--- src/hdl/xbus_settings.svh ---
// Memory depth, controller latency, bus timeout and region limit macros

`ifndef XBUS_SETTINGS_SVH
`define XBUS_SETTINGS_SVH

// First word address not claimed by the RAM region
`define XBUS_RAM_LIMIT 22'o11000000

// Page number of the I/O registers in the io_page field
// Places the register page at octal 17377740 through 17377777
`define XBUS_IO_PAGE 17'o367777

// Storage depth in words, RAM addresses alias modulo this depth
`define SDRAM_WORDS 4096

// Cycles from first request to ready or done, must be 2 or more
`define SDRAM_LATENCY 3

// Cycles an unclaimed request waits before the mux answers it
`define XBUS_TIMEOUT 16

`endif
--- src/hdl/xbus_pkg.sv ---
// Bus widths and the shared address union for the RAM and I/O views

package xbus_pkg;

   // Word address and data path widths
   localparam int XBUS_ADDR_W = 22;
   localparam int XBUS_DATA_W = 32;

   // I/O view of an address: page above, register index below
   localparam int XBUS_IO_PAGE_W = 17;
   localparam int XBUS_IO_REG_W  = 5;

   typedef struct packed {
      logic [XBUS_IO_PAGE_W-1:0] io_page;
      logic [XBUS_IO_REG_W-1:0]  io_reg;
   } xbus_io_addr_t;

   // One bus address word, read either as a RAM word or as page/register
   typedef union packed {
      logic [XBUS_ADDR_W-1:0] ram_word;
      xbus_io_addr_t          io;
   } xbus_addr_u;

endpackage

--- src/hdl/xbus_io.sv ---
// I/O register page with eight scratch registers and a bus-cycle counter

`timescale 1ns/100ps

`include "xbus_settings.svh"

module xbus_io (
   input  logic                           clk,
   input  logic                           reset,
   input  xbus_pkg::xbus_addr_u           addr,
   input  logic [xbus_pkg::XBUS_DATA_W-1:0] datain,
   input  logic                           req,
   input  logic                           write,
   output logic [xbus_pkg::XBUS_DATA_W-1:0] dataout,
   output logic                           ack,
   output logic                           decode,
   input  logic                           bus_ack
);

   import xbus_pkg::*;

   localparam logic [XBUS_IO_PAGE_W-1:0] IO_PAGE   = `XBUS_IO_PAGE;
   localparam logic [XBUS_IO_REG_W-1:0]  REG_COUNT = 5'd8;

   logic [XBUS_DATA_W-1:0] scratch [0:7];
   logic [XBUS_DATA_W-1:0] cycle_count;
   logic                   ack_q;
   logic                   accept;
   logic                   is_scratch;

   assign decode = (addr.io.io_page == IO_PAGE);

   // Registers 0 through 7 are the scratch bank
   assign is_scratch = (addr.io.io_reg < REG_COUNT);

   // Take the access once, the ack cycle masks a second accept
   assign accept = req & decode & ~ack_q;

   assign ack = ack_q;

   always_ff @(posedge clk) begin
      if (reset) begin
         ack_q <= 1'b0;
      end else begin
         ack_q <= accept;
      end
   end

   always_ff @(posedge clk) begin
      if (reset) begin
         for (int i = 0; i < 8; i++)
            scratch[i] <= '0;
      end else if (accept && write && is_scratch) begin
         scratch[addr.io.io_reg[2:0]] <= datain;
      end
   end

   // Counts every completed access, whichever slave answered
   always_ff @(posedge clk) begin
      if (reset)
         cycle_count <= '0;
      else if (bus_ack)
         cycle_count <= cycle_count + 1'b1;
   end

   // Count read during the ack cycle still excludes the current access
   always_comb begin
      if (is_scratch)
         dataout = scratch[addr.io.io_reg[2:0]];
      else if (addr.io.io_reg == REG_COUNT)
         dataout = cycle_count;
      else
         dataout = '0;
   end

   // Our ack must come out of the mux as the bus ack
   a_ack_forwarded: assert property (
      @(posedge clk) disable iff (reset)
      ack |-> bus_ack
   );

endmodule

--- config.mk ---
export PLATFORM = sky130hd
export DESIGN_NAME = xbus_io
export DESIGN_NICKNAME = d
export VERILOG_FILES = /design/src/hdl/xbus_pkg.sv /design/src/hdl/xbus_io.sv
export VERILOG_INCLUDE_DIRS = /design/src /design/src/hdl
export SDC_FILE = /design/constraint.sdc
export NUM_CORES = 1
export LEC_CHECK = 0
export BUFFER_PORTS_ARGS = -buffer_cell sky130_fd_sc_hd__buf_2
export CAP_MARGIN = 10
export CORE_MARGIN = 3
export CORE_UTILIZATION = 60
export CTS_CLUSTER_DIAMETER = 80
export DETAILED_ROUTE_END_ITERATION = 16
export GPL_TIMING_DRIVEN = 1
export PLACE_DENSITY = 0.81
export SYNTH_ARGS = -nofsm -noshare
export SYNTH_HDL_FRONTEND = slang
export SYNTH_SLANG_ARGS = --single-unit
export TNS_END_PERCENT = 100
--- constraint.sdc ---
create_clock -name clk -period 3.9 [get_ports clk]
set_input_delay 1.17 -clock clk [delete_from_list [all_inputs] [get_ports clk]]
set_output_delay 1.17 -clock clk [all_outputs]
set_load 0.05 [all_outputs]
# Word-level counts from Yosys, hierarchy flattened
# Memory sizes are Yosys's and may differ from the RTL's.
# Cells that the tools add are included.
# op_classes
add_sub_neg,1
order_cmp,1
eq_ne,2
muxes,10
n_bitwise,3
reduce_logical,3
# ops
operator,count
32-bit two-way mux,3
"32-bit by 1-bit adder with 32-bit output, second input constant",1
32-bit OR reduction,1
"17-bit equality test, second input constant",1
1-bit two-way mux,6
"5-bit by 4-bit equality test with 1-bit output, second input constant",1
"5-bit by 4-bit less-than comparator with 1-bit output, second input constant",1
3-bit two-way mux,1
1-bit AND,2
1-bit logical AND,2
1-bit NOT,1
# totals
register_bits,33
ram_bits,256
in_bits,59
word_cells,23
n_memories,1
# memory_table
name,depth,width,rd,rd_ports_with_merged_regs,wr,line_no,text
scratch,8,32,1,0,8,xbus_io.sv:25,logic [XBUS_DATA_W-1:0] scratch [0:7];

# Longest topological paths before layout
# depth
ltp_word,10
ltp_mapped,7
mapped_depth_nobuf,5

# Least setup slack after synthesis
# No wires, ideal clock.
# synth_path
path_type,input port to output port
start,input addr[2] (netlist name)
end,output dataout[28] (netlist name)
arrival_time_ns,3.166
required_ns,2.730
path_slack_ns,-0.436
stages,6
n_path_buf,3
cell_sequence,buf_2 nor3b_1 buf_2 buf_2 a222oi_1 o21ai_0
# synth_via
elab_chain_len,3
word_cells_on_any_way,5
cone_classes,order compare: 1; eq/ne: 1; mux: 2; memory: 1
# synth_rtl
element,line_no,text
from (decl),xbus_io.sv:10,"input xbus_pkg::xbus_addr_u addr,"
"parallel branches: the longest is 2 deep, another holds 5-bit by 4-bit less-than comparator with 1-bit output",--,
32-bit two-way mux (*),xbus_io.sv:68,if (is_scratch)
to (decl),xbus_io.sv:14,"output logic [xbus_pkg::XBUS_DATA_W-1:0] dataout,"
# Mark *: on every way between the ends.

# Worst setup path in the final report
# layout_path
start,input addr[1] (netlist name)
end,output dataout[6] (netlist name)
# The elaborated chain is that of the path after synthesis.

==> metrics.json <==
{
  "hold_path_class": {"value": "reg2reg"},
  "timing.critical_path.fanout_max": {"value": 11},
  "cts_tree": {"value": "done"},
  "dr.pass1.iters": {"value": 5},
  "grt_overflow_total": {"value": 0},
  "numClockSinks": {"value": 289},
  "critical_path.most_common_cell": {"value": "sky130_fd_sc_hd__buf_6"},
  "post_synth.cell_area_avg": {"value": 13.0, "unit": "um2"},
  "layout.core_utilization": {"value": 0.746},
  "antenna_found_initial": {"value": 5},
  "synthFlopType": {"value": "sky130_fd_sc_hd__edfxtp_1"},
  "xor_xnor_fraction_of_synth_area": {"value": 0.00736},
  "yosys.area.top_type_share": {"value": 0.587},
  "design.final.nets": {"value": 1208},
  "root_buffer": {"value": "sky130_fd_sc_hd__clkbuf_16"},
  "yosysWarnings": {"value": 0},
  "fp-row-count": {"value": 53},
  "cellPowerDensity": {"value": 433, "unit": "nW/um2"},
  "core_area": {"value": 21200, "unit": "um2"},
  "period_share": {"value": 1.00},
  "fill_cells": {"value": 1246},
  "drv.max_cap_violation_count": {"value": 0},
  "synthDistinctLibCells": {"value": 60},
  "crit_path_start_kind": {"value": "input port"},
  "most-common-layout-cells": {"value": "sky130_fd_sc_hd__and2_1, sky130_fd_sc_hd__edfxtp_1, sky130_fd_sc_hd__a22oi_1, sky130_fd_sc_hd__buf_4, sky130_fd_sc_hd__buf_2"},
  "cp_slowest_stage_delay": {"value": 0.25, "unit": "ns"},
  "place.port_buffers": {"value": 92},
  "worstSetupPathType": {"value": "in2out"},
  "setup_viol": {"value": 3},
  "cts.htree.levels": {"value": 1},
  "via_per_inst": {"value": 6.61},
  "fmaxAchievable": {"value": 0.255, "unit": "GHz"},
  "synthesis.instances": {"value": 1008},
  "stdcell_count": {"value": 1447},
  "chipHeight": {"value": 154, "unit": "um"},
  "grt_util_all_layers": {"value": 0.302},
  "p_leak": {"value": 5.81, "unit": "nW"},
  "drtIter0Drc": {"value": 1331},
  "detail_route.wl_per_cell": {"value": 25.3, "unit": "um"},
  "post_synthesis_sequential_area_ratio": {"value": 0.638},
  "pin_count_of_the_biggest_net_entering_global_routing": {"value": 43},
  "place_hpwl": {"value": 22000, "unit": "um"},
  "design.die.area": {"value": 23600, "unit": "um2"},
  "clk_latency": {"value": 0.55, "unit": "ns"},
  "routed_wirelength": {"value": 36600, "unit": "um"},
  "synth_area_in_compound_gates": {"value": 0.111},
  "synth_adder_area_share": {"value": 0.000956},
  "sequential_cell_area": {"value": 8350, "unit": "um2"},
  "synthMuxAreaShare": {"value": 0.0150},
  "postLayoutSetupSlackWorst": {"value": -0.0158, "unit": "ns"},
  "post_synth_and_or_nand_nor_area_fraction": {"value": 0.202},
  "path_clk_slew": {"value": 0.06, "unit": "ns"},
  "route.antenna.remaining_nets": {"value": 0},
  "total_cts_buffers": {"value": 29},
  "final_count_of_pins_violating_max_slew": {"value": 0},
  "dominant_combinational_cell_family_by_area_after_synthesis": {"value": "simple AND/OR/NAND/NOR gates"},
  "peakVddDrop": {"value": 0.000295, "unit": "V"},
  "die_width": {"value": 154, "unit": "um"},
  "mostFrequentLayoutCell": {"value": "sky130_fd_sc_hd__and2_1"},
  "layout-area-overhead-vs-synth": {"value": 20.9, "unit": "%"},
  "required_time_of_the_critical_path": {"value": 2.73, "unit": "ns"},
  "post_synth_main_area_contributors": {"value": "sky130_fd_sc_hd__edfxtp_1, sky130_fd_sc_hd__and2_1, sky130_fd_sc_hd__a22oi_1"},
  "postCtsHoldBufs": {"value": 0},
  "route.detailed.drc": {"value": 0},
  "post_synth_arst_share": {"value": 0},
  "grt_pass1_vias": {"value": 9408},
  "synthesized_area": {"value": 13100, "unit": "um2"},
  "critical_path.slowest_cell": {"value": "sky130_fd_sc_hd__nor3b_4"},
  "dp.cells": {"value": 1379},
  "status": {"value": "finished, violations left"},
  "finalClockSkew": {"value": 0.0118, "unit": "ns"},
  "final-hold-violation-count": {"value": 0},
  "violations_in_the_final_reports": {"value": "setup timing"},
  "total_power": {"value": 6.85, "unit": "mW"},
  "worst-path-buf-inv": {"value": 5},
  "synth-edff-count": {"value": 256},
  "worstPathCellList": {"value": "buf_6 -> buf_12 -> nor3b_4 -> buf_4 -> buf_6 -> a22oi_2 -> nand4_1 -> a22o_1 -> buf_6"},
  "critical-path-top-delay-family": {"value": "buffers and inverters"},
  "synth_fp_nets": {"value": 1068},
  "synth-seq-cells": {"value": 289},
  "pre_cts_ws": {"value": -0.0788, "unit": "ns"},
  "end_kind": {"value": "output port"},
  "post_route_cells_drive_above_1_share": {"value": 0.256},
  "clock_path_buffers": {"value": 3},
  "num_io_pins": {"value": 93},
  "global_placer_s_final_weighted_congestion": {"value": 0.852},
  "max-slew-margin-rel": {"value": 0.592},
  "dr_total_vias": {"value": 9558},
  "tightestPinTransition": {"value": 0.611, "unit": "ns"},
  "grt_pass1_wl": {"value": 54700, "unit": "um"},
  "initial_utilization": {"value": 0.617},
  "arrival": {"value": 2.75, "unit": "ns"},
  "synth_top_area_cell": {"value": "sky130_fd_sc_hd__edfxtp_1"},
  "multi_input_comb_area": {"value": 4670, "unit": "um2"},
  "period_minus_slack": {"value": 3.92, "unit": "ns"}
}
[metrics by stage]
| stage | instance area (um2) | TNS (ns) | hold WS, ns |
|---|---|---|---|
| final | 15800 | -0.0272 | 0.485 |
| after global routing | 15800 | -0.130 | 0.513 |
| after CTS | 15500 | 0 | 0.487 |
| after detailed placement | 14500 | -0.652 | 0.479 |
| after global placement | 14500 | -0.276 | 0.461 |
| after floorplan | 13100 | -0.0585 | 0.452 |
[cell usage after synthesis (3+ instances only)]
library cell	count
sky130_fd_sc_hd__xor2_1	6
sky130_fd_sc_hd__nand4_2	3
sky130_fd_sc_hd__a21o_1	6
sky130_fd_sc_hd__inv_1	6
sky130_fd_sc_hd__a41oi_1	6
sky130_fd_sc_hd__clkbuf_1	40
sky130_fd_sc_hd__nand2_1	16
sky130_fd_sc_hd__a22o_1	22
sky130_fd_sc_hd__a21oi_1	22
sky130_fd_sc_hd__and3_1	6
sky130_fd_sc_hd__o21ai_0	12
sky130_fd_sc_hd__mux2i_1	5
sky130_fd_sc_hd__dfxtp_1	33
sky130_fd_sc_hd__mux2_2	5
sky130_fd_sc_hd__edfxtp_1	256
sky130_fd_sc_hd__a22oi_1	101
sky130_fd_sc_hd__mux4_2	4
sky130_fd_sc_hd__or4_1	12
sky130_fd_sc_hd__xnor2_1	5
sky130_fd_sc_hd__and3b_1	4
sky130_fd_sc_hd__nor3b_1	3
sky130_fd_sc_hd__nor4_2	8
sky130_fd_sc_hd__nand3_1	13
sky130_fd_sc_hd__buf_2	31
sky130_fd_sc_hd__nand4_1	32
sky130_fd_sc_hd__or3_1	8
sky130_fd_sc_hd__o31ai_1	12
sky130_fd_sc_hd__and4_1	3
sky130_fd_sc_hd__and2_1	258
sky130_fd_sc_hd__or2_2	11
sky130_fd_sc_hd__nor2_1	19
[power breakdown]
group / total (mW) / internal, mW / switching, mW
Clock: 2.73 / 1.57 / 1.16
Combinational: 0.573 / 0.205 / 0.368
Sequential: 3.55 / 3.50 / 0.0551
[tightest hold or removal path: cells and delay by family (launching register included)]
kind	cells	cell delay, ns
flops	1	0.32
compound gates	2	0.12
[sequential cells by signal (all words and copies together), names as in the netlist]
| name | count |
|---|---|
| scratch | 256 |
| cycle_count | 32 |
| ack | 1 |
[cells by family (layout without fill, tap and decap cells)]
kind of cell    after synthesis  count (layout)
simple gates                415             415
other cells                   0               1
mux                          14              14
xor+xnor                     11              11
fa+ha+maj                     1               1
buf+inv                      80             243
compound gates              198             198
flops                       289             289
[final timing paths]
kind                   start         endpoint  slack [ns]  cells past startpoint
min          cycle_count[31]  cycle_count[31]        0.48                      2
min reg2reg  cycle_count[31]  cycle_count[31]        0.48                      2
max                  addr[1]       dataout[6]       -0.02                      9
max reg2reg  cycle_count[10]  cycle_count[25]        1.56                      4
[area by class of cell]
cell class,instances,area share
multi-input combinational,639,0.295
antenna,1,0.000158
clock inverter,18,0.0108
inverter,8,0.00190
tap,275,0.0217
sequential,289,0.527
timing repair buffer,181,0.0952
clock buffer,36,0.0475
[metal layers]
layer | vias to the layer above | GRT usage | share of wire
met5 | - | 0 | 0.0011
met4 | 6 | 0.108 | 0.030
met3 | 106 | 0.0873 | 0.13
met2 | 711 | 0.482 | 0.47
met1 | 4634 | 0.400 | 0.36
li1 | 4101 | - | -
[what timing repair did]
action | CTS | global route
pin swaps | 5 | 34
cloned | 0 | 3
gates resized for setup | 29 | 63
buffers inserted | 0 | 10
endpoints found under the setup margin | 28 | 31
No activity file was read; power rests on OpenSTA's default activity.
