[config.mk]
export PLATFORM = sky130hd
export DESIGN_NAME = xbus_mux
export DESIGN_NICKNAME = d
export VERILOG_FILES = /design/src/hdl/xbus_pkg.sv /design/src/hdl/xbus_mux.sv
export VERILOG_INCLUDE_DIRS = /design/src /design/src/hdl
export SDC_FILE = /design/constraint.sdc
export NUM_CORES = 1
export LEC_CHECK = 0
export BUFFER_PORTS_ARGS = -buffer_cell sky130_fd_sc_hd__clkbuf_2
export CAP_MARGIN = 10
export CORE_MARGIN = 5
export CORE_UTILIZATION = 25
export DETAILED_ROUTE_END_ITERATION = 7
export MAX_ROUTING_LAYER = met4
export PLACE_DENSITY_LB_ADDON = 0.05
export SKIP_CTS_REPAIR_TIMING = 1
export SYNTH_ARGS = -nofsm -noshare
export SYNTH_HDL_FRONTEND = slang
export SYNTH_SLANG_ARGS = --single-unit
[constraint.sdc]
create_clock -name clk -period 2.15 [get_ports clk]
set_input_delay 0.43 -clock clk [delete_from_list [all_inputs] [get_ports clk]]
set_output_delay 0.43 -clock clk [all_outputs]
set_load 0.005 [all_outputs]
[src/hdl/xbus_settings.svh]
// Memory depth, controller latency, bus timeout and region limit macros

`ifndef XBUS_SETTINGS_SVH
`define XBUS_SETTINGS_SVH

// First word address not claimed by the RAM region
`define XBUS_RAM_LIMIT 22'o11000000

// Page number of the I/O registers in the io_page field
// Places the register page at octal 17377740 through 17377777
`define XBUS_IO_PAGE 17'o367777

// Storage depth in words, RAM addresses alias modulo this depth
`define SDRAM_WORDS 4096

// Cycles from first request to ready or done, must be 2 or more
`define SDRAM_LATENCY 3

// Cycles an unclaimed request waits before the mux answers it
`define XBUS_TIMEOUT 16

`endif
[src/hdl/xbus_pkg.sv]
// Bus widths and the shared address union for the RAM and I/O views

package xbus_pkg;

   // Word address and data path widths
   localparam int XBUS_ADDR_W = 22;
   localparam int XBUS_DATA_W = 32;

   // I/O view of an address: page above, register index below
   localparam int XBUS_IO_PAGE_W = 17;
   localparam int XBUS_IO_REG_W  = 5;

   typedef struct packed {
      logic [XBUS_IO_PAGE_W-1:0] io_page;
      logic [XBUS_IO_REG_W-1:0]  io_reg;
   } xbus_io_addr_t;

   // One bus address word, read either as a RAM word or as page/register
   typedef union packed {
      logic [XBUS_ADDR_W-1:0] ram_word;
      xbus_io_addr_t          io;
   } xbus_addr_u;

endpackage

[src/hdl/xbus_mux.sv]
// Response mux with slave select and the no-slave timeout

`timescale 1ns/100ps

`include "xbus_settings.svh"

module xbus_mux (
   input  logic                           clk,
   input  logic                           reset,
   input  logic                           req,
   input  logic                           ram_decode,
   input  logic                           ram_ack,
   input  logic [xbus_pkg::XBUS_DATA_W-1:0] ram_dataout,
   input  logic                           io_decode,
   input  logic                           io_ack,
   input  logic [xbus_pkg::XBUS_DATA_W-1:0] io_dataout,
   output logic [xbus_pkg::XBUS_DATA_W-1:0] dataout,
   output logic                           ack,
   output logic                           nxm
);

   import xbus_pkg::*;

   localparam int TMO_W = $clog2(`XBUS_TIMEOUT);
   localparam logic [TMO_W-1:0] TMO_LAST = TMO_W'(`XBUS_TIMEOUT - 1);

   logic [TMO_W-1:0] tmo_cnt;
   logic             nxm_q;
   logic             unclaimed;

   assign unclaimed = req & ~ram_decode & ~io_decode;

   // Timeout runs only while nobody claims the request
   always_ff @(posedge clk) begin
      if (reset) begin
         tmo_cnt <= '0;
         nxm_q   <= 1'b0;
      end else if (unclaimed && !nxm_q) begin
         if (tmo_cnt == TMO_LAST) begin
            tmo_cnt <= '0;
            nxm_q   <= 1'b1;
         end else begin
            tmo_cnt <= tmo_cnt + 1'b1;
         end
      end else begin
         tmo_cnt <= '0;
         nxm_q   <= 1'b0;
      end
   end

   assign nxm = nxm_q;

   always_comb begin
      if (ram_decode) begin
         ack     = ram_ack;
         dataout = ram_dataout;
      end else if (io_decode) begin
         ack     = io_ack;
         dataout = io_dataout;
      end else begin
         ack     = nxm_q;
         dataout = {XBUS_DATA_W{1'b1}};
      end
   end

   // RAM region and I/O page must not overlap
   a_decode_excl: assert property (
      @(posedge clk) disable iff (reset)
      !(ram_decode && io_decode)
   );

endmodule

# == After elaboration in Yosys (flattened, before gate mapping) ==
# Index checks and enable logic that the tools add are counted.
# totals
register_bits,5
input_bits,71
out_inout_bits,34
wordCells,17
# classes
muxes,4
n_addsub,1
reduce_logical,4
n_eq_ne,1
bitwise,5
# op_table
op,count
32-bit 2-to-1 mux,2
4-bit by 1-bit adder with 4-bit output (second input constant),1
4-bit equality test (second input constant),1
1-bit inverter,3
3-bit OR reduction,1
1-bit bitwise AND,2
1-bit 2-to-1 mux,2
2-bit OR reduction,1
1-bit logical AND,1
1-bit zero test,1

# == Logic depth before layout (Yosys ltp) ==
# Gate-level depths: netlist of the first run.
# logic_depth
word_depth,6
depth_mapped,5
mapped_depth_nobuf,4

# == Least setup slack after synthesis of the first run ==
# Ideal clock, no wire load.
# synth_timing
path_type,input to output
startpoint,in ram_decode
endpoint,out dataout[0] (netlist bit)
slack_ns,0.711
t_arrival_ns,1.009
required_time_ns,1.720
n_path_buf,2
path_stages,5
path_cell_list,buf_4 nand2b_4 buf_8 nor2_2 a21oi_2
# synth_between
elab_chain_len,1
# synth_rtl
item,line,source
"start, declared",xbus_mux.sv:11,"input logic ram_decode,"
32-bit 2-to-1 mux,xbus_mux.sv:54,if (ram_decode) begin
"end, declared",xbus_mux.sv:17,"output logic [xbus_pkg::XBUS_DATA_W-1:0] dataout,"
# Every way passes these cells.

# == Worst setup path in the final report of the first run ==
# layout_timing
startpoint,in ram_decode
endpoint,out dataout[27] (netlist bit)
# Same word-level chain as after synthesis.

==> summary.md, run 1 <==
| Metric | Value |
|---|---|
| Sequential share of power | `0.217` |
| Final layout net count | `303` |
| Routed metal-1 wirelength | `1.176 mm` |
| Filler cell count | `364` |
| Die Footprint | `0.004875 mm^2` |
| Post-route clock skew | `0.006437 ns` |
| Final TNS setup | `0 ns` |
| Fraction of post-synthesis cell area in the top cell type by area | `0.2937` |
| Peak fanout along the critical path | `36` |
| Number of flip-flops and latches in the synthesized netlist | `5` |
| Run status | `completed` |
| GPL Wtd Cong | `0.7671` |
| Number of iterations in the first detailed-routing pass | `2` |
| Clock power share | `0.252` |
| Leak | `0.8339 nW` |
| Crit path kind | `in2out` |
| Post-route DRC violation count | `0` |
| Post-Synthesis Net Count | `199` |
| Post-route insts no fill | `276` |
| Inserted Clock Buffers | `3` |
| FP Rows | `21` |
| Area occupied by multi-input gates | `603.1 um^2` |
| Worst-Margin Slew | `0.5244 ns` |
| Final wirelength | `2.922 mm` |
| Family with the most delay on the worst path | `buffers and inverters` |
| Max-cap violation count | `0` |
| Topmost layer with routed signal wires | `met4` |
| Root buffer cell | `clkbuf_4` |
| Worst path max stage delay | `0.44 ns` |
| Arrival time reported for the critical path endpoint | `1.32 ns` |
| Type of element launching the critical path | `primary input` |
| Data required, critical path | `1.72 ns` |
| Most area-hungry cell type in the Yosys netlist | `a21oi_2` |
| Critical Path End Type | `primary output` |
| Antenna diode count | `0` |
| Initial antenna violation count | `0` |
| PnR worst setup slack | `0.3974 ns` |
| Mapped Cells | `127` |
| Top cell by count, worst path | `clkbuf_2` |
| Max Clock Freq | `570.6 MHz` |
| Number of H-tree branching levels | `1` |
| Biggest area contributors in the synthesized netlist | `a21oi_2, nor2_2, inv_1, dfxtp_1, buf_8` |
| Initial Util | `0.2639` |
| Overall Global Routing Usage | `0.1241` |
| Floorplan Core Area | `0.003390 mm^2` |
| Average instance area after synthesis | `7.044 um^2` |
| Maximum clock path buffer count | `2` |
| Number of cells in the design after placement | `272` |
| Wire length on met3 | `307 um` |
| Setup repair after global routing missed its margin | `false` |
| Final period demand of the worst path | `1.753 ns` |
| Width of the die | `69.82 um` |
| DRC marker count from the first detailed-route iteration | `15` |
| Average detailed-routed wire length per instance | `10.59 um` |
| Maximum ir drop on the vdd rail | `0.2452 mV` |
| Average via count per standard cell | `3.986` |
| Worst-case setup slack after placement | `0.3599 ns` |
| Number of vias in the routed layout | `1100` |
| Number of port buffers | `104` |
| Global route overflow | `0` |
| Top-level I/O count | `105` |
| Critical-path top delay cell | `buf_4` |
| Endpoints failing hold | `0` |
| Switching share of total power | `0.3485` |
| Net Switching | `0.1514 mW` |
| Remaining max-slew budget at the tightest pin | `0.6504` |
| Sequential-to-total area share from yosys stat | `0.1119` |
| Wire length of the first global-routing pass | `5.050 mm` |
| Internal cell power | `0.2831 mW` |
| Pin count of the biggest net entering global routing | `37` |
| Post-detail-place hpwl | `2.522 mm` |
| Number of antenna-violating nets in the routed design | `0` |
| CTS tree | `yes` |
| Max-slew violation total from the final report | `0` |
| Sink count of the clock tree | `5` |
| WL met2 | `1.391 mm` |
| Critical path, cell by cell | `clkbuf_2 > buf_4 > nor3b_1 > a21oi_1 > clkbuf_2` |
| Final period util | `0.8152` |
| Worst hold slack | `0.4985 ns` |
| Vias in the first global route | `1192` |
| Synth Cell Area | `894.6 um^2` |
| CTS clk-pin slew, worst paths | `0.04 ns` |
| Critical path buffers and inverters | `3` |
| Number of synthesis warnings | `0` |
| Total area of sequential cells | `100.1 um^2` |
| Synth-to-layout area growth | `63.08%` |
| Pwr/cell area | `297.8 mW/mm^2` |
| Combinational fraction of design power | `0.531` |
| Count of cell types in the netlist | `21` |
| Die height | `69.82 um` |
| Proportion of layout cells with a drive suffix above 1 | `0.7522` |
| Worst min path class | `reg2reg` |
| Latest clock arrival within the worst-skew pair | `0.24 ns` |
| Number of endpoints failing setup at the final stage | `0` |
-- flip-flops by register name (all words and copies together) (netlist names) --
name,count
nxm,1
tmo_cnt,4
-- cells in the mapped netlist --
master and n:
a21oi_2 30, mux2i_1 1, dfxtp_1 5, nor3b_2 1, nand3b_2 1, o21ai_0 2
a21oi_1 4, nor3b_1 1, buf_4 1, nor2_2 30, buf_2 3, nand3_1 1
nand2b_4 1, nor3_2 1, ha_1 1, xnor2_1 1, buf_8 3, nand2_1 2
nor2_1 4, nand4b_1 1, inv_1 33
-- layout make-up --
cell class / instances / area share
flip-flops and latches: 5 / 0.06861
well taps: 46 / 0.03945
repair buffers: 106 / 0.3756
multi-input cells: 82 / 0.4134
inverters: 33 / 0.08491
clock buffers: 4 / 0.01801
-- kinds of logic (layout without fill, tap and decap cells) --
logic type      count (synthesis)  count (layout)  synth area share
mux                             1               1           0.01119
fa+ha+maj                       1               1           0.01398
flops                           5               5            0.1119
compound gates                 36              36            0.3273
buf+inv                        40             143            0.2140
simple gates                   43              43            0.3119
xor+xnor                        1               1          0.009792
-- path summary, 6_finish.rpt --
path         startpoint     endpoint  slack (ns)  cells after the start
max          ram_decode  dataout[27]        0.40                      5
min          tmo_cnt[0]   tmo_cnt[0]        0.50                      1
max reg2reg  tmo_cnt[0]   tmo_cnt[0]        1.12                      3
min reg2reg  tmo_cnt[0]   tmo_cnt[0]        0.50                      1
-- power by group through the flow --
stage               Sequential (mW)  Clock [mW]  Combinational, mW
CTS                          0.0942       0.115              0.236
global route                 0.0942       0.122              0.259
floorplan                    0.0958           0              0.118
detailed placement           0.0959           0              0.234
finish                       0.0943       0.110              0.231
global placement             0.0959           0              0.232
-- through the flow --
step           power (mW)  area, um^2  utilization
6_report           0.4345        1459       0.4304
5_1_grt            0.4752        1459       0.4304
4_1_cts            0.4448        1459       0.4304
3_5_place_dp       0.3304        1433       0.4227
3_3_place_gp       0.3274        1433       0.4227
2_1_floorplan      0.2136       894.6            -
-- layer usage --
metal	track usage	vias to the layer above
li1	-	593
met1	0.1371	436
met2	0.2183	65
met3	0.03333	6
met4	0.03404	0
met5	-	-
-- cell usage in the layout (no fill, tap or decap), types with 2 or more instances in the layout --
cell,n
clkbuf_2,104
inv_1,33
nor2_2,30
a21oi_2,30
dfxtp_1,5
a21oi_1,4
nor2_1,4
clkbuf_4,3
nand2_1,2
o21ai_0,2
(Power assumes the default switching activity.)
==> run 2: changes to the inputs <==
- clock period: 2.15 -> 1.4 ns (I/O delays scaled with it)
==> summary.md, run 2 (synthesis gave the netlist of run 1 again) <==
| Metric | Value |
|---|---|
| Run status | `completed` |
| Width of the die | `69.82 um (unchanged)` |
| FP Rows | `21 (unchanged)` |
| Die Footprint | `0.004875 mm^2 (unchanged)` |
| Maximum clock path buffer count | `2 (unchanged)` |
| Sink count of the clock tree | `5 (unchanged)` |
| Worst min path class | `in2reg` |
| Capture point of the critical path | `dataout[26]` |
| Post-route DRC violation count | `0 (unchanged)` |
| Total power consumption of the routed design | `0.6714 mW (+55%)` |
| Reg2reg end | `tmo_cnt[0]` |
| Final TNS setup | `0 ns (unchanged)` |
| Register containing the most flip-flops in the final layout | `tmo_cnt` |
| Post-route clock skew | `0.008672 ns (+0.002235 ns)` |
| Filler cell count | `357 (-1.9%)` |
| Vias in the first global route | `1116 (-6.4%)` |
| Endpoints failing hold | `0 (unchanged)` |
| Max reg flops | `4 (unchanged)` |
| Post-route insts no fill | `279 (+1.1%)` |
| Max-cap violation count | `0 (unchanged)` |
| Total area of sequential cells | `100.1 um^2 (unchanged)` |
| Number of antenna-violating nets in the routed design | `0 (unchanged)` |
| Number of cells in the design after placement | `275 (+1.1%)` |
| Critical Path End Type | `primary output` |
| Critical-path top delay cell | `buf_4` |
| Type of element launching the critical path | `primary input` |
| Source of the worst register-to-register timing path | `tmo_cnt[0]` |
| Leak | `0.8480 nW (+1.7%)` |
| Worst-case reg-to-reg path depth | `3 (unchanged)` |
| Final period demand of the worst path | `1.275 ns` |
| Logic depth of the worst setup path including buffers | `6 (+1)` |
| Top cell by count, worst path | `clkbuf_2` |
| Proportion of layout cells with a drive suffix above 1 | `0.7554 (+0.003191)` |
| Initial antenna violation count | `0 (unchanged)` |
| Pin count of the biggest net entering global routing | `21 (-43%)` |
| Number of port buffers | `104 (unchanged)` |
| Latest clock arrival within the worst-skew pair | `0.24 ns (about the same)` |
| Inserted Clock Buffers | `3 (unchanged)` |
| Setup repair after global routing missed its margin | `false` |
| Critical path, cell by cell | `clkbuf_2 > nand2b_4 > buf_4 > nor2_2 > a21oi_2 > clkbuf_2` |
| Most frequent cells in the layout | `clkbuf_2, inv_1, nor2_2, a21oi_2, dfxtp_1` |
| DRC marker count from the first detailed-route iteration | `32 (+17)` |
| Remaining max-slew budget at the tightest pin | `0.8204 (+0.1700)` |
| Worst-case setup slack after placement | `0.1106 ns (-0.2493 ns)` |
| Worst path max stage delay | `0.20 ns (-0.24 ns)` |
| Final wirelength | `2.945 mm (+0.79%)` |
| Floorplan Core Area | `0.003390 mm^2 (unchanged)` |
| Number of endpoints failing setup at the final stage | `0 (unchanged)` |
| Critical path origin | `ram_decode` |
| Initial Util | `0.2639 (unchanged)` |
| Maximum ir drop on the vdd rail | `0.4528 mV (+85%)` |
| Synth-to-layout area growth | `65.59%` |
| Average via count per standard cell | `4.029 (+1.1%)` |
| FF-to-FF setup slack | `0.37 ns (-0.75 ns)` |
| Average detailed-routed wire length per instance | `10.56 um (-0.30%)` |
| Critical path buffers and inverters | `3 (unchanged)` |
| Max-slew violation total from the final report | `0 (unchanged)` |
| Data required, critical path | `1.12 ns (-0.60 ns)` |
| Antenna diode count | `0 (unchanged)` |
| Crit path kind | `in2out` |
| Max Clock Freq | `784.6 MHz` |
| CTS tree | `yes` |
| Number of iterations in the first detailed-routing pass | `4 (+2)` |
| Die height | `69.82 um (unchanged)` |
| Number of H-tree branching levels | `1 (unchanged)` |
| CTS clk-pin slew, worst paths | `0.05 ns (about the same)` |
| Top-level I/O count | `105 (unchanged)` |
| Most frequent standard cell in the layout excluding fill and tap cells | `clkbuf_2` |
| Post-detail-place hpwl | `2.608 mm (+3.4%)` |
| Family with the most delay on the worst path | `buffers and inverters` |
| Final period util | `0.9104` |
| Area occupied by multi-input gates | `603.1 um^2 (unchanged)` |
| Number of vias in the routed layout | `1124 (+2.2%)` |
| Worst-Margin Slew | `0.2693 ns (-0.2551 ns)` |
| PnR worst setup slack | `0.1254 ns (-0.2720 ns)` |
| GPL Wtd Cong | `0.8339 (+8.7%)` |
| Worst hold slack | `0.3521 ns (-0.1465 ns)` |
| Pwr/cell area | `453.2 mW/mm^2 (+52%)` |
| Arrival time reported for the critical path endpoint | `0.99 ns (-0.33 ns)` |
| Origin of the worst min-delay path | `req` |
| Global route overflow | `0 (unchanged)` |
| Peak fanout along the critical path | `10 (-72%)` |
| Overall Global Routing Usage | `0.1180 (-0.006085)` |
| Wire length of the first global-routing pass | `4.678 mm (-7.4%)` |
| Final layout net count | `306 (+0.99%)` |
| Root buffer cell | `clkbuf_4` |
-- run 2: cell count changes in the layout (fill, tap and decap cells not counted), sizes merged --
cell | before | now
buf | 2 | 5
-- run 2: layout make-up --
| class | count | share of cell area |
|---|---|---|
| flip-flops and latches | 5 | 0.06757 |
| repair buffers | 109 | 0.3851 |
| well taps | 46 | 0.03885 |
| multi-input cells | 82 | 0.4071 |
| inverters | 33 | 0.08362 |
| clock buffers | 4 | 0.01774 |
-- run 2: worst min-delay path by stage --
stage	slack (ns)	cells after the start	to
after floorplan	0.46	1	tmo_cnt[0]
after global placement	0.48	1	tmo_cnt[0]
after detailed placement	0.49	1	tmo_cnt[0]
after CTS	0.35	3	nxm
after global routing	0.36	3	tmo_cnt[1]
final	0.35	3	nxm
-- run 2: worst min-delay path, stage by stage --
cell,delay [ns]
clkbuf_2,0.09
nand3b_2,0.13
nor2_1,0.05
-- run 2: where the power goes --
part	internal, mW	switching [mW]
clock network	0.108	0.0582
registers	0.144	0.00104
logic	0.189	0.172
total	0.441	0.231
-- run 2: metal layers --
| metal | wire [um] | track usage | share of wire | vias to the layer above |
|---|---|---|---|---|
| met5 | 0 | - | 0 | - |
| met4 | 55 | 0.04468 | 0.019 | 0 |
| met3 | 332 | 0.04058 | 0.11 | 8 |
| met2 | 1404 | 0.2004 | 0.48 | 67 |
| met1 | 1154 | 0.1261 | 0.39 | 450 |
| li1 | - | - | - | 599 |
-- run 2: per-stage QoR --
| step | area, um^2 | util |
|---|---|---|
| after detailed placement | 1455 | 0.4293 |
| final | 1481 | 0.4371 |
| after global placement | 1455 | 0.4293 |
| after global routing | 1481 | 0.4371 |
| after floorplan | 894.6 | - |
| after CTS | 1481 | 0.4371 |
